`src/source/rvPipe_consts.svh`:
```
`ifndef RVPIPE_CONSTS_SVH
`define RVPIPE_CONSTS_SVH

`define PC_START     32'h0000_0000

// predictor geometry
`define BTB_ENTRIES  16
`define GHR_BITS     4

`define OP_LOAD      7'b0000011
`define OP_STORE     7'b0100011
`define OP_RTYPE     7'b0110011
`define OP_ITYPE     7'b0010011
`define OP_BRANCH    7'b1100011
`define OP_JAL       7'b1101111
`define OP_JALR      7'b1100111
`define OP_LUI       7'b0110111

`endif
```
`src/source/rvPipePkg.sv`:
```
`default_nettype none

package rvPipePkg;

    typedef logic [31:0] word_t;
    typedef logic [4:0]  regAddr_t;
    typedef logic [6:0]  opcode_t;

    typedef enum logic [2:0] {IMM_I, IMM_S, IMM_B, IMM_J, IMM_U} immSrc_e;
    typedef enum logic [2:0] {ALU_ADD, ALU_SUB, ALU_AND, ALU_OR, ALU_SLT} aluOp_e;
    typedef enum logic [1:0] {RES_ALU, RES_MEM, RES_PC4, RES_IMM} resultSrc_e;
    typedef enum logic [1:0] {FWD_NONE, FWD_MEM, FWD_WB} forward_e;

    typedef struct packed {
        logic   aluSrcImm;
        aluOp_e aluOp;
        logic   isJalr;
        logic   isBranch;
        logic   isJump;
    } exCtrl_t;

    typedef struct packed {
        logic       regWrite;
        resultSrc_e resultSrc;
    } wbCtrl_t;

    typedef struct packed {
        logic  taken;
        word_t target;
    } prediction_t;

    // resolved outcome, fed back from execute
    typedef struct packed {
        logic  isBranch;
        logic  isJump;
        logic  taken;
        word_t pc;
        word_t target;
    } bpUpdate_t;

endpackage

`default_nettype wire

```
`src/source/rvPipeTop.sv`:
```
`default_nettype none

module rvPipeTop import rvPipePkg::*; (
    input  logic  clk,
    input  logic  reset,
    output word_t pcF_o,
    input  word_t instrF_i,
    output word_t dataAddrM_o,
    output word_t writeDataM_o,
    output logic  memWriteM_o,
    input  word_t readDataM_i
);

    logic       stallF, stallD, flushD, flushE;
    forward_e   forwardAE, forwardBE;
    immSrc_e    immSrcD;
    exCtrl_t    exCtrlE;
    wbCtrl_t    wbCtrlW;
    resultSrc_e resultSrcE, resultSrcM;
    logic       takenE, regWriteM, zeroE, mispredictE, funct7b5D;
    opcode_t    opD;
    logic [2:0] funct3D;
    regAddr_t   rs1D, rs2D, rs1E, rs2E, rdE, rdM, rdW;

    pipeDatapath dp (
        .clk(clk), .reset(reset),
        .instrF_i(instrF_i), .readDataM_i(readDataM_i),
        .stallF_i(stallF), .stallD_i(stallD), .flushD_i(flushD), .flushE_i(flushE),
        .forwardAE_i(forwardAE), .forwardBE_i(forwardBE),
        .immSrcD_i(immSrcD), .exCtrlE_i(exCtrlE), .takenE_i(takenE),
        .resultSrcM_i(resultSrcM), .wbCtrlW_i(wbCtrlW),
        .pcF_o(pcF_o), .opD_o(opD), .funct3D_o(funct3D), .funct7b5D_o(funct7b5D),
        .rs1D_o(rs1D), .rs2D_o(rs2D), .rs1E_o(rs1E), .rs2E_o(rs2E),
        .rdE_o(rdE), .rdM_o(rdM), .rdW_o(rdW),
        .zeroE_o(zeroE), .mispredictE_o(mispredictE),
        .aluResultM_o(dataAddrM_o), .writeDataM_o(writeDataM_o)
    );

    pipeController ctrl (
        .clk(clk), .reset(reset),
        .opD_i(opD), .funct3D_i(funct3D), .funct7b5D_i(funct7b5D),
        .zeroE_i(zeroE), .flushE_i(flushE),
        .immSrcD_o(immSrcD), .exCtrlE_o(exCtrlE), .takenE_o(takenE),
        .resultSrcE_o(resultSrcE), .regWriteM_o(regWriteM), .resultSrcM_o(resultSrcM),
        .memWriteM_o(memWriteM_o), .wbCtrlW_o(wbCtrlW)
    );

    hazardUnit hz (
        .rs1D_i(rs1D), .rs2D_i(rs2D), .rs1E_i(rs1E), .rs2E_i(rs2E),
        .rdE_i(rdE), .rdM_i(rdM), .rdW_i(rdW),
        .regWriteM_i(regWriteM), .regWriteW_i(wbCtrlW.regWrite),
        .resultSrcE_i(resultSrcE), .mispredictE_i(mispredictE),
        .forwardAE_o(forwardAE), .forwardBE_o(forwardBE),
        .stallF_o(stallF), .stallD_o(stallD), .flushD_o(flushD), .flushE_o(flushE)
    );

endmodule

`default_nettype wire

```
`src/source/hazardUnit.sv`:
```
`default_nettype none

module hazardUnit import rvPipePkg::*; (
    input  regAddr_t   rs1D_i,
    input  regAddr_t   rs2D_i,
    input  regAddr_t   rs1E_i,
    input  regAddr_t   rs2E_i,
    input  regAddr_t   rdE_i,
    input  regAddr_t   rdM_i,
    input  regAddr_t   rdW_i,
    input  logic       regWriteM_i,
    input  logic       regWriteW_i,
    input  resultSrc_e resultSrcE_i,
    input  logic       mispredictE_i,
    output forward_e   forwardAE_o,
    output forward_e   forwardBE_o,
    output logic       stallF_o,
    output logic       stallD_o,
    output logic       flushD_o,
    output logic       flushE_o
);

    logic loadStall;

    // memory stage wins, it holds the younger value
    assign forwardAE_o = (rs1E_i != '0 && regWriteM_i && rs1E_i == rdM_i) ? FWD_MEM :
                         (rs1E_i != '0 && regWriteW_i && rs1E_i == rdW_i) ? FWD_WB : FWD_NONE;
    assign forwardBE_o = (rs2E_i != '0 && regWriteM_i && rs2E_i == rdM_i) ? FWD_MEM :
                         (rs2E_i != '0 && regWriteW_i && rs2E_i == rdW_i) ? FWD_WB : FWD_NONE;

    assign loadStall = (resultSrcE_i == RES_MEM) && rdE_i != '0 &&
                       (rdE_i == rs1D_i || rdE_i == rs2D_i);

    assign stallF_o = loadStall;
    assign stallD_o = loadStall;
    assign flushD_o = mispredictE_i;
    assign flushE_o = loadStall || mispredictE_i;  // bubble into execute

endmodule

`default_nettype wire

```
`src/source/pipeController.sv`:
```
`default_nettype none
`include "rvPipe_consts.svh"

module pipeController import rvPipePkg::*; (
    input  logic       clk,
    input  logic       reset,
    input  opcode_t    opD_i,
    input  logic [2:0] funct3D_i,
    input  logic       funct7b5D_i,
    input  logic       zeroE_i,
    input  logic       flushE_i,
    output immSrc_e    immSrcD_o,
    output exCtrl_t    exCtrlE_o,
    output logic       takenE_o,
    output resultSrc_e resultSrcE_o,
    output logic       regWriteM_o,
    output resultSrc_e resultSrcM_o,
    output logic       memWriteM_o,
    output wbCtrl_t    wbCtrlW_o
);

    exCtrl_t    exD;
    wbCtrl_t    wbD, wbE, wbM;
    logic       memWriteD, memWriteE;
    logic [2:0] funct3E;
    aluOp_e     aluDecD;

    always_comb begin
        case (funct3D_i)
            3'b010:  aluDecD = ALU_SLT;
            3'b110:  aluDecD = ALU_OR;
            3'b111:  aluDecD = ALU_AND;
            default: aluDecD = (opD_i == `OP_RTYPE && funct7b5D_i) ? ALU_SUB : ALU_ADD;
        endcase
    end

    always_comb begin
        immSrcD_o = IMM_I;
        exD       = '{aluSrcImm: 1'b0, aluOp: ALU_ADD, default: 1'b0};
        wbD       = '{regWrite: 1'b0, resultSrc: RES_ALU};
        memWriteD = 1'b0;
        case (opD_i)
            `OP_LOAD: begin
                exD.aluSrcImm = 1'b1;
                wbD           = '{regWrite: 1'b1, resultSrc: RES_MEM};
            end
            `OP_STORE: begin
                immSrcD_o     = IMM_S;
                exD.aluSrcImm = 1'b1;
                memWriteD     = 1'b1;
            end
            `OP_RTYPE: begin
                exD.aluOp    = aluDecD;
                wbD.regWrite = 1'b1;
            end
            `OP_ITYPE: begin
                exD.aluSrcImm = 1'b1;
                exD.aluOp     = aluDecD;
                wbD.regWrite  = 1'b1;
            end
            `OP_BRANCH: begin
                immSrcD_o    = IMM_B;
                exD.aluOp    = ALU_SUB;
                exD.isBranch = 1'b1;
            end
            `OP_JAL: begin
                immSrcD_o  = IMM_J;
                exD.isJump = 1'b1;
                wbD        = '{regWrite: 1'b1, resultSrc: RES_PC4};
            end
            `OP_JALR: begin
                exD.aluSrcImm = 1'b1;
                exD.isJalr    = 1'b1;
                exD.isJump    = 1'b1;
                wbD           = '{regWrite: 1'b1, resultSrc: RES_PC4};
            end
            `OP_LUI: begin
                immSrcD_o = IMM_U;
                wbD       = '{regWrite: 1'b1, resultSrc: RES_IMM};
            end
            default: ;  // unsupported opcodes act as bubbles
        endcase
    end

    always_ff @(posedge clk) begin
        if (reset || flushE_i) begin
            exCtrlE_o <= '0;
            wbE       <= '0;
            memWriteE <= 1'b0;
        end else begin
            exCtrlE_o <= exD;
            wbE       <= wbD;
            memWriteE <= memWriteD;
            funct3E   <= funct3D_i;
        end
    end

    always_ff @(posedge clk) begin
        if (reset) begin
            wbM         <= '0;
            memWriteM_o <= 1'b0;
            wbCtrlW_o   <= '0;
        end else begin
            wbM         <= wbE;
            memWriteM_o <= memWriteE;
            wbCtrlW_o   <= wbM;
        end
    end

    // funct3[0] separates bne from beq
    assign takenE_o = exCtrlE_o.isJump ||
                      (exCtrlE_o.isBranch && (funct3E[0] ? !zeroE_i : zeroE_i));

    assign resultSrcE_o = wbE.resultSrc;
    assign regWriteM_o  = wbM.regWrite;
    assign resultSrcM_o = wbM.resultSrc;

endmodule

`default_nettype wire

```
`src/source/pipeDatapath.sv`:
```
`default_nettype none
`include "rvPipe_consts.svh"

module pipeDatapath import rvPipePkg::*; (
    input  logic       clk,
    input  logic       reset,
    input  word_t      instrF_i,
    input  word_t      readDataM_i,
    input  logic       stallF_i,
    input  logic       stallD_i,
    input  logic       flushD_i,
    input  logic       flushE_i,
    input  forward_e   forwardAE_i,
    input  forward_e   forwardBE_i,
    input  immSrc_e    immSrcD_i,
    input  exCtrl_t    exCtrlE_i,
    input  logic       takenE_i,
    input  resultSrc_e resultSrcM_i,
    input  wbCtrl_t    wbCtrlW_i,
    output word_t      pcF_o,
    output opcode_t    opD_o,
    output logic [2:0] funct3D_o,
    output logic       funct7b5D_o,
    output regAddr_t   rs1D_o,
    output regAddr_t   rs2D_o,
    output regAddr_t   rs1E_o,
    output regAddr_t   rs2E_o,
    output regAddr_t   rdE_o,
    output regAddr_t   rdM_o,
    output regAddr_t   rdW_o,
    output logic       zeroE_o,
    output logic       mispredictE_o,
    output word_t      aluResultM_o,
    output word_t      writeDataM_o
);

    prediction_t predF, predD, predE;
    bpUpdate_t   updateE;
    word_t pcPlus4F, pcNextF;
    word_t instrD, pcD, pcPlus4D, immExtD, rd1D, rd2D;
    word_t rd1E, rd2E, pcE, pcPlus4E, immE;
    word_t srcAE, srcBE, writeDataE, aluResultE, targetE, redirectE;
    word_t pcPlus4M, immM, forwardDataM;
    word_t aluResultW, readDataW, pcPlus4W, immW, resultW;

    assign pcPlus4F = pcF_o + 32'd4;
    assign pcNextF  = mispredictE_o ? redirectE :
                      predF.taken   ? predF.target : pcPlus4F;

    always_ff @(posedge clk) begin
        if (reset)
            pcF_o <= `PC_START;
        else if (!stallF_i)
            pcF_o <= pcNextF;
    end

    branchPredictor bp (
        .clk        (clk),
        .reset      (reset),
        .pcF_i      (pcF_o),
        .predictF_o (predF),
        .updateE_i  (updateE)
    );

    always_ff @(posedge clk) begin
        if (reset || flushD_i) begin
            instrD      <= '0;  // opcode 0 decodes as a bubble
            predD.taken <= 1'b0;
        end else if (!stallD_i) begin
            instrD   <= instrF_i;
            pcD      <= pcF_o;
            pcPlus4D <= pcPlus4F;
            predD    <= predF;
        end
    end

    assign opD_o       = instrD[6:0];
    assign funct3D_o   = instrD[14:12];
    assign funct7b5D_o = instrD[30];
    assign rs1D_o      = instrD[19:15];
    assign rs2D_o      = instrD[24:20];

    regFile rf (
        .clk   (clk),
        .a1_i  (rs1D_o),
        .a2_i  (rs2D_o),
        .a3_i  (rdW_o),
        .we3_i (wbCtrlW_i.regWrite),
        .wd3_i (resultW),
        .rd1_o (rd1D),
        .rd2_o (rd2D)
    );

    always_comb begin
        case (immSrcD_i)
            IMM_S:   immExtD = {{20{instrD[31]}}, instrD[31:25], instrD[11:7]};
            IMM_B:   immExtD = {{20{instrD[31]}}, instrD[7], instrD[30:25], instrD[11:8], 1'b0};
            IMM_J:   immExtD = {{12{instrD[31]}}, instrD[19:12], instrD[20], instrD[30:21], 1'b0};
            IMM_U:   immExtD = {instrD[31:12], 12'b0};
            default: immExtD = {{20{instrD[31]}}, instrD[31:20]};
        endcase
    end

    always_ff @(posedge clk) begin
        if (reset || flushE_i) begin
            rs1E_o      <= '0;
            rs2E_o      <= '0;
            rdE_o       <= '0;
            predE.taken <= 1'b0;
        end else begin
            rd1E     <= rd1D;
            rd2E     <= rd2D;
            pcE      <= pcD;
            pcPlus4E <= pcPlus4D;
            immE     <= immExtD;
            rs1E_o   <= rs1D_o;
            rs2E_o   <= rs2D_o;
            rdE_o    <= instrD[11:7];
            predE    <= predD;
        end
    end

    always_comb begin
        case (forwardAE_i)
            FWD_MEM: srcAE = forwardDataM;
            FWD_WB:  srcAE = resultW;
            default: srcAE = rd1E;
        endcase
        case (forwardBE_i)
            FWD_MEM: writeDataE = forwardDataM;
            FWD_WB:  writeDataE = resultW;
            default: writeDataE = rd2E;
        endcase
    end

    assign srcBE = exCtrlE_i.aluSrcImm ? immE : writeDataE;

    alu alu0 (
        .a_i      (srcAE),
        .b_i      (srcBE),
        .aluOp_i  (exCtrlE_i.aluOp),
        .result_o (aluResultE),
        .zero_o   (zeroE_o)
    );

    assign targetE   = exCtrlE_i.isJalr ? {aluResultE[31:1], 1'b0} : pcE + immE;
    assign redirectE = takenE_i ? targetE : pcPlus4E;
    // wrong direction, or taken to a stale target
    assign mispredictE_o = (predE.taken != takenE_i) ||
                           (takenE_i && predE.target != targetE);

    assign updateE.isBranch = exCtrlE_i.isBranch;
    assign updateE.isJump   = exCtrlE_i.isJump;
    assign updateE.taken    = takenE_i;
    assign updateE.pc       = pcE;
    assign updateE.target   = targetE;

    always_ff @(posedge clk) begin
        aluResultM_o <= aluResultE;
        writeDataM_o <= writeDataE;
        pcPlus4M     <= pcPlus4E;
        immM         <= immE;
        rdM_o        <= rdE_o;
    end

    always_comb begin
        case (resultSrcM_i)
            RES_PC4: forwardDataM = pcPlus4M;
            RES_IMM: forwardDataM = immM;
            default: forwardDataM = aluResultM_o;
        endcase
    end

    always_ff @(posedge clk) begin
        aluResultW <= aluResultM_o;
        readDataW  <= readDataM_i;
        pcPlus4W   <= pcPlus4M;
        immW       <= immM;
        rdW_o      <= rdM_o;
    end

    always_comb begin
        case (wbCtrlW_i.resultSrc)
            RES_MEM: resultW = readDataW;
            RES_PC4: resultW = pcPlus4W;
            RES_IMM: resultW = immW;
            default: resultW = aluResultW;
        endcase
    end

endmodule

`default_nettype wire

```
`src/source/branchPredictor.sv`:
```
`default_nettype none
`include "rvPipe_consts.svh"

module branchPredictor import rvPipePkg::*; (
    input  logic        clk,
    input  logic        reset,
    input  word_t       pcF_i,
    output prediction_t predictF_o,
    input  bpUpdate_t   updateE_i
);

    localparam int IdxBits = $clog2(`BTB_ENTRIES);
    localparam int TagBits = 30 - IdxBits;

    logic                 btbValid  [`BTB_ENTRIES];
    logic [TagBits-1:0]   btbTag    [`BTB_ENTRIES];
    word_t                btbTarget [`BTB_ENTRIES];
    logic                 btbJump   [`BTB_ENTRIES];
    logic [1:0]           pht       [2**`GHR_BITS];
    logic [`GHR_BITS-1:0] ghr;

    logic [IdxBits-1:0] idxF;
    logic [IdxBits-1:0] idxE;
    logic               hitF;
    logic               btbWrite;

    assign idxF = pcF_i[IdxBits+1:2];
    assign idxE = updateE_i.pc[IdxBits+1:2];
    assign hitF = btbValid[idxF] && (btbTag[idxF] == pcF_i[31:IdxBits+2]);

    // jumps always taken, branches follow the counter msb
    assign predictF_o.taken  = hitF && (btbJump[idxF] || pht[ghr][1]);
    assign predictF_o.target = btbTarget[idxF];

    assign btbWrite = (updateE_i.isBranch || updateE_i.isJump) && updateE_i.taken;

    always_ff @(posedge clk) begin
        if (reset) begin
            ghr <= '0;
            for (int i = 0; i < `BTB_ENTRIES; i++)
                btbValid[i] <= 1'b0;
            for (int i = 0; i < 2**`GHR_BITS; i++)
                pht[i] <= 2'b01;  // weakly not taken
        end else begin
            if (btbWrite)
                btbValid[idxE] <= 1'b1;
            if (updateE_i.isBranch) begin
                ghr <= {ghr[`GHR_BITS-2:0], updateE_i.taken};
                if (updateE_i.taken && pht[ghr] != 2'b11)
                    pht[ghr] <= pht[ghr] + 2'd1;
                else if (!updateE_i.taken && pht[ghr] != 2'b00)
                    pht[ghr] <= pht[ghr] - 2'd1;
            end
        end
    end

    always_ff @(posedge clk) begin
        if (btbWrite) begin
            btbTag[idxE]    <= updateE_i.pc[31:IdxBits+2];
            btbTarget[idxE] <= updateE_i.target;
            btbJump[idxE]   <= updateE_i.isJump;
        end
    end

endmodule

`default_nettype wire

```
`src/source/alu.sv`:
```
`default_nettype none

module alu import rvPipePkg::*; (
    input  word_t  a_i,
    input  word_t  b_i,
    input  aluOp_e aluOp_i,
    output word_t  result_o,
    output logic   zero_o
);

    always_comb begin
        case (aluOp_i)
            ALU_SUB: result_o = a_i - b_i;
            ALU_AND: result_o = a_i & b_i;
            ALU_OR:  result_o = a_i | b_i;
            ALU_SLT: result_o = {31'b0, $signed(a_i) < $signed(b_i)};
            default: result_o = a_i + b_i;
        endcase
    end

    assign zero_o = (result_o == '0);  // beq/bne use the sub result

endmodule

`default_nettype wire

```
`src/source/regFile.sv`:
```
`default_nettype none

module regFile import rvPipePkg::*; (
    input  logic     clk,
    input  regAddr_t a1_i,
    input  regAddr_t a2_i,
    input  regAddr_t a3_i,
    input  logic     we3_i,
    input  word_t    wd3_i,
    output word_t    rd1_o,
    output word_t    rd2_o
);

    word_t regs [32];

    // falling edge write lets decode read what writeback produces this cycle
    always_ff @(negedge clk) begin
        if (we3_i && a3_i != '0)
            regs[a3_i] <= wd3_i;
    end

    assign rd1_o = (a1_i == '0) ? '0 : regs[a1_i];  // x0 reads zero
    assign rd2_o = (a2_i == '0) ? '0 : regs[a2_i];

endmodule

`default_nettype wire

```
`config.mk`:
```
export PLATFORM = sky130hd
export DESIGN_NAME = rvPipeTop
export DESIGN_NICKNAME = d
export VERILOG_FILES = /design/src/source/rvPipePkg.sv /design/src/source/rvPipeTop.sv /design/src/source/hazardUnit.sv /design/src/source/pipeController.sv /design/src/source/pipeDatapath.sv /design/src/source/branchPredictor.sv /design/src/source/alu.sv /design/src/source/regFile.sv
export VERILOG_INCLUDE_DIRS = /design/src /design/src/source
export SDC_FILE = /design/constraint.sdc
export NUM_CORES = 2
export LEC_CHECK = 0
export BUFFER_PORTS_ARGS = -buffer_cell sky130_fd_sc_hd__buf_2
export CAP_MARGIN = 10
export CORE_MARGIN = 2
export CORE_UTILIZATION = 50
export CTS_CLUSTER_DIAMETER = 40
export DETAILED_ROUTE_END_ITERATION = 10
export PLACE_DENSITY = 0.66
export RECOVER_POWER = 25
export SETUP_SLACK_MARGIN = 0.3
export SLEW_MARGIN = 20
export SYNTH_ARGS = -nofsm -noshare
export SYNTH_HDL_FRONTEND = slang
export SYNTH_SLANG_ARGS = --single-unit
```
`constraint.sdc`:
```
create_clock -name clk -period 22 [get_ports clk]
set_input_delay 0 -clock clk [delete_from_list [all_inputs] [get_ports clk]]
set_output_delay 0 -clock clk [all_outputs]
set_load 0.01 [all_outputs]
```
======== After elaboration in Yosys (flattened, before gate mapping) ========
Memory sizes are Yosys's and may differ from the RTL's. A register that Yosys moved wholly into a read port is not among the register bits.
Cells that the tools add are included.
cells by class
  mux-type cells .......................... 61
  equality and inequality tests ........... 39
  bitwise logic cells ..................... 5
  $add $sub $neg .......................... 6
  reductions and logical operators ........ 46
  magnitude comparators ................... 1
operators with widths
  operator                                                                count
  32-bit case mux with 2 select lines                                     3
  32-bit 2-to-1 mux                                                       5
  32-bit case mux with 4 select lines                                     1
  31-bit case mux with 4 select lines                                     1
  32-bit case mux with 3 select lines                                     1
  32-bit adder                                                            2
  4-bit 2-to-1 mux                                                        12
  32-bit by 3-bit adder with 32-bit output (second input constant)        1
  32-bit bitwise AND                                                      1
  32-bit zero test                                                        1
  32-bit < comparator                                                     1
  32-bit != test                                                          1
  32-bit bitwise OR                                                       1
  32-bit subtractor                                                       1
  5-bit equality test                                                     6
  1-bit 2-to-1 mux                                                        28
  26-bit equality test                                                    1
  7-bit by 6-bit equality test with 1-bit output (second input constant)  3
  7-bit equality test (second input constant)                             3
  5-bit nonzero test                                                      4
  1-bit logical AND                                                       19
  3-bit by 2-bit equality test with 1-bit output (second input constant)  5
  2-bit equality test (second input constant)                             6
  3-bit equality test (second input constant)                             4
  24 further kinds                                                        47
storage, ports and cells
  memories kept ........................... 6
  bits in writable memories ............... 2016
  output and inout bits ................... 97
  bits in registers ....................... 594
  bits of input ports ..................... 66
  word-level logic and storage cells ...... 203
memories
  name             words  bits a word  read ports  clocked after memory_dff  wr ports  RTL line               RTL
  dp.rf.regs       32     32           2           2                         1         regFile.sv:14          word_t regs [32];
  dp.bp.btbTarget  16     32           1           1                         1         branchPredictor.sv:17  word_t btbTarget [`BTB_ENTRIES];
  dp.bp.btbTag     16     26           1           1                         1         branchPredictor.sv:16  logic [TagBits-1:0] btbTag [`BTB_ENTRIES];
  dp.bp.pht        16     2            1           1                         16        branchPredictor.sv:19  logic [1:0] pht [2**`GHR_BITS];
  dp.bp.btbJump    16     1            1           1                         1         branchPredictor.sv:18  logic btbJump [`BTB_ENTRIES];
  dp.bp.btbValid   16     1            1           1                         16        branchPredictor.sv:15  logic btbValid [`BTB_ENTRIES];

======== Depth between registers and ports, before layout ========
  word-level depth ........................ 25
  gate-level depth with buffers ........... 28
  depth with buffers taken out ............ 24

======== By module ========
Synthesis repeated with hierarchy kept, for this count alone.
unflattened totals
  cell total of the unflattened synthesis .. 7001
  area total of the unflattened synthesis .. 117371.3 sq um
modules (own cells, without submodules)
  module           sequential area each (sq um)  area each (sq um)  times used  cells an instance
  regFile          30749.5                       46991.3            1           2288
  branchPredictor  29788.6                       38737.2            1           1706
  pipeDatapath     15474.8                       25165.4            1           2071
  alu              0.0                           5243.8             1           805
  pipeController   390.4                         769.5              1           74
  hazardUnit       0.0                           464.2              1           57

==> results by group <==
Synthesis
  • FFs w/ async S/R, synth: 0%
  • Post-Syn Area per Cell: 17.88 sq um
  • EDFF count, synth: 2,285
  • Seq/Total Area, Yosys: 65.63%
  • Number of distinct library cells after synthesis: 99
  • Yosys Warn Count: 0
  • Synth Cell Area: 0.1165 sq mm
  • Yosys reg bits: 2,678
  • Dominant synthesized flop cell: edfxtp_1
  • Post-Synthesis Cells: 6,518

Placement
  • Area after DPL: 0.1216 sq mm
  • Buffers on Ports: 162
  • DP Wirelength: 226,600 um
  • Routability cong.: 0.9615

GRT
  • GRT Resource Usage Total: 30.33%
  • Number of global-route vias before repair: 74,010
  • Largest net degree at the start of global routing: 105
  • First-pass GRT wire length: 512,000 um
  • Congestion Overflow GR: 0
  • Initial antenna violation count: 33

Drt
  • Count of antenna-violating nets left after detailed routing: 0
  • Final wirelength: 360,200 um
  • Metal-1 WL: 136,700 um
  • Router iterations before antenna repair: 6
  • # DRC: 0
  • Initial DRC count: 8,374
  • Top sig layer: met5
  • DR WL/cell: 31.68 um
  • Vias per cell: 6.295
  • Via count: 71,570
  • Met3 WL: 31,830 um
  • DR WL met2: 175,300 um

Die
  • Io pins: 163
  • DIE WIDTH: 486.8 um
  • Die Footprint: 0.2370 sq mm
  • Die Y-Extent: 486.8 um
  • Rows: 177
  • Initial Util: 50.21%
  • Core area: 0.2321 sq mm

STA
  • Unrepaired setup endpoints after global routing: no
  • Total negative slack: 0 ps
  • Tightest Pin Transition: 3743 ps
  • Hold Vio Cnt, Final: 0
  • Final setup fails: 0
  • Post-Route Skew: 152.7 ps
  • Final Max Tran Viols: 352
  • Slew headroom: -149.5%

Setup path
  • Kind of critical path: register to register
  • WP data required: 11,570 ps
  • Critical Path End Type: register
  • Crit Reg-Reg Endpoint: dp.rf.regs[20][22]$_DFFE_NP_
  • CP max stage delay: 810 ps
  • CP max FO: 24
  • Startpoint types: register
  • R2R cell count: 3
  • FF-to-FF Start: dp.rdW_o[4]$_DFF_P_
  • Crit-path cells: nand4b_1 -> nor3_2 -> buf_4
  • CP max-delay cell: nor3_2
  • R2R Setup Slk: 8130 ps
  • CP arrival: 3440 ps

Final layout
  • Final instance area: 0.1389 sq mm
  • Layout Nets: 8,216
  • P&R area growth vs syn: 19.21%
  • Share of cells above drive strength 1: 23.29%

Clock tree
  • CTS tree: yes
  • Worst skew pair latency: 1020 ps
  • Worst-path clk slew: 60 ps
  • CTS Sinks: 2,678
  • CTS Root Cell: clkbuf_16
  • Quantity of gates resized following cts: 0
  • CTS max path bufs: 4
  • H-tree levels: 5
  • CTS Buf Count: 378

Power and ir drop
  • P_leak: 49.48 nW
  • PwrDens: 104.6 mW/mm^2
  • VDD IR max: 0.07671 mV

Status
  • Status: complete, but fails checks
  • Violated checks: capacitance limit, slew limit

Hold path
  • Hold path start: readDataM_i[27]
  • Worst hold path cell count: 3
  • Hold Path Class: input pin to register
  • Hold Path End: dp.readDataW[27]$_DFF_P_

Job
  • MaxCap Viol Count: 10
worst max path at each step:
stage	from	end	slack, ps	depth (start not counted)
finish	dp.rdW_o[4]$_DFF_P_	dp.rf.regs[20][22]$_DFFE_NP_	8130	3
global route	dp.rdW_o[4]$_DFF_P_	dp.rf.regs[20][17]$_DFFE_NP_	7930	3
CTS	dp.rdW_o[4]$_DFF_P_	dp.rf.regs[20][15]$_DFFE_NP_	8050	3
detailed placement	dp.rdW_o[4]$_DFF_P_	dp.rf.regs[20][26]$_DFFE_NP_	8090	3
global placement	dp.rdW_o[4]$_DFF_P_	dp.rf.regs[20][25]$_DFFE_NP_	8140	3
floorplan	dp.rdW_o[2]$_DFF_P_	ctrl.funct3E[0]$_DFFE_PN_	1650	24
Yosys cell counts (10+ instances only):
cell	instances	share of area (%)
a211oi_1	58	0.37
edfxtp_1	2285	59
and2_1	31	0.17
ha_1	128	1.4
mux4_2	982	19
buf_2	32	0.14
dfxtp_1	393	6.8
o21a_1	32	0.21
mux2i_1	249	2.1
nand2b_1	26	0.14
a31oi_1	23	0.12
nor2b_1	73	0.39
nand2_1	229	0.74
o211ai_1	32	0.21
or4_1	14	0.090
o21ai_0	179	0.77
o211a_1	10	0.086
a21o_1	44	0.28
xnor2_1	114	0.86
a21oi_1	153	0.66
o31ai_1	15	0.097
o31a_1	10	0.075
nor4_1	26	0.14
nor2_1	334	1.1
o221ai_1	36	0.27
nand3_1	62	0.27
mux2_2	31	0.30
o21bai_1	10	0.064
inv_1	134	0.43
o22ai_1	11	0.059
nand4_1	60	0.32
o2111ai_1	11	0.083
and3_1	22	0.12
xor2_1	63	0.47
buf_1	93	0.30
nor3_1	54	0.23
clkbuf_1	274	0.88
or3_1	13	0.070
per-layer routing:
metal  global-route usage (%)  vias up
li1                         -    29720
met1                    40.00    37290
met2                    48.46     3816
met3                    6.272      743
met4                    14.61        6
met5                        0        -
logic make-up after synthesis:
kind of cell | share of synthesized area (%)
AOI/OAI and AO/OA | 4.225
and+or+nand+nor | 4.082
adders and majority gates | 1.426
DFF | 65.63
buffers and inverters | 1.817
muxes | 21.43
xor gates and xnor gates | 1.388
other | 0.003218
critical path, delay by kind of cell, from the launching register on:
| family | cells | cell delay (ps) |
|---|---|---|
| and+or+nand+nor | 2 | 1270 |
| buffers and inverters | 1 | 570 |
| DFF | 1 | 600 |
area by class of cell:
class	count	area, sq um
fillers	17180	93170
flip-flops and latches	2678	76530
multi-input cells	3327	38450
clock buffers	413	9703
clock inverters	1285	6650
well taps	3043	3807
repair buffers	473	3231
inverters	137	514.2
diodes	13	32.53
flip-flops by register name, indices dropped and copies added, names as in the netlist, 33 cells and up, named ones only:
signal / cells
dp.predE: 33
dp.bp.btbTag: 416
dp.predD: 33
dp.rf.regs: 1024
dp.bp.btbTarget: 512
cell usage in the layout, fill, tap and decap left out, drive strengths merged, types with 128 or more instances in the layout:
cell / Yosys / final
edfxtp: 2285 / 2285
inv: 136 / 1260
mux4: 982 / 982
clkbuf: 275 / 551
dfxtp: 393 / 393
nor2: 334 / 334
mux2i: 249 / 249
nand2: 229 / 229
buf: 131 / 206
o21ai: 185 / 185
a21oi: 153 / 153
dlygate4sd3: 0 / 129
ha: 128 / 128
per-stage QoR:
stage | hold slack (ps) | instances | utilization (%) | power (mW) | setup slack, ps
5_1_grt | 176.5 | 11360 | 59.84 | 15.10 | 7926
4_1_cts | 121.2 | 11360 | 59.98 | 14.63 | 8054
3_3_place_gp | 104.5 | 9529 | 52.37 | 8.087 | 8137
6_report | 192.8 | 11370 | 59.86 | 14.53 | 8129
3_5_place_dp | 105.1 | 9530 | 52.38 | 8.126 | 8093
2_1_floorplan | 27.72 | 6549 | - | 7.384 | 1650
repair_timing:
action | CTS | global route
hold buffers | 129 | 0
setup buffers | 0 | 0
setup endpoints to repair | 0 | 0
hold endpoints to repair | 104 | 0
power breakdown:
part | leakage, nW | switching (mW) | internal (mW)
combinational | 13.7 | 1.12 | 0.532
clock | 11.6 | 2.83 | 3.90
sequential | 24.1 | 0.184 | 5.97
Note: power is estimated with default switching activity, not from simulation.
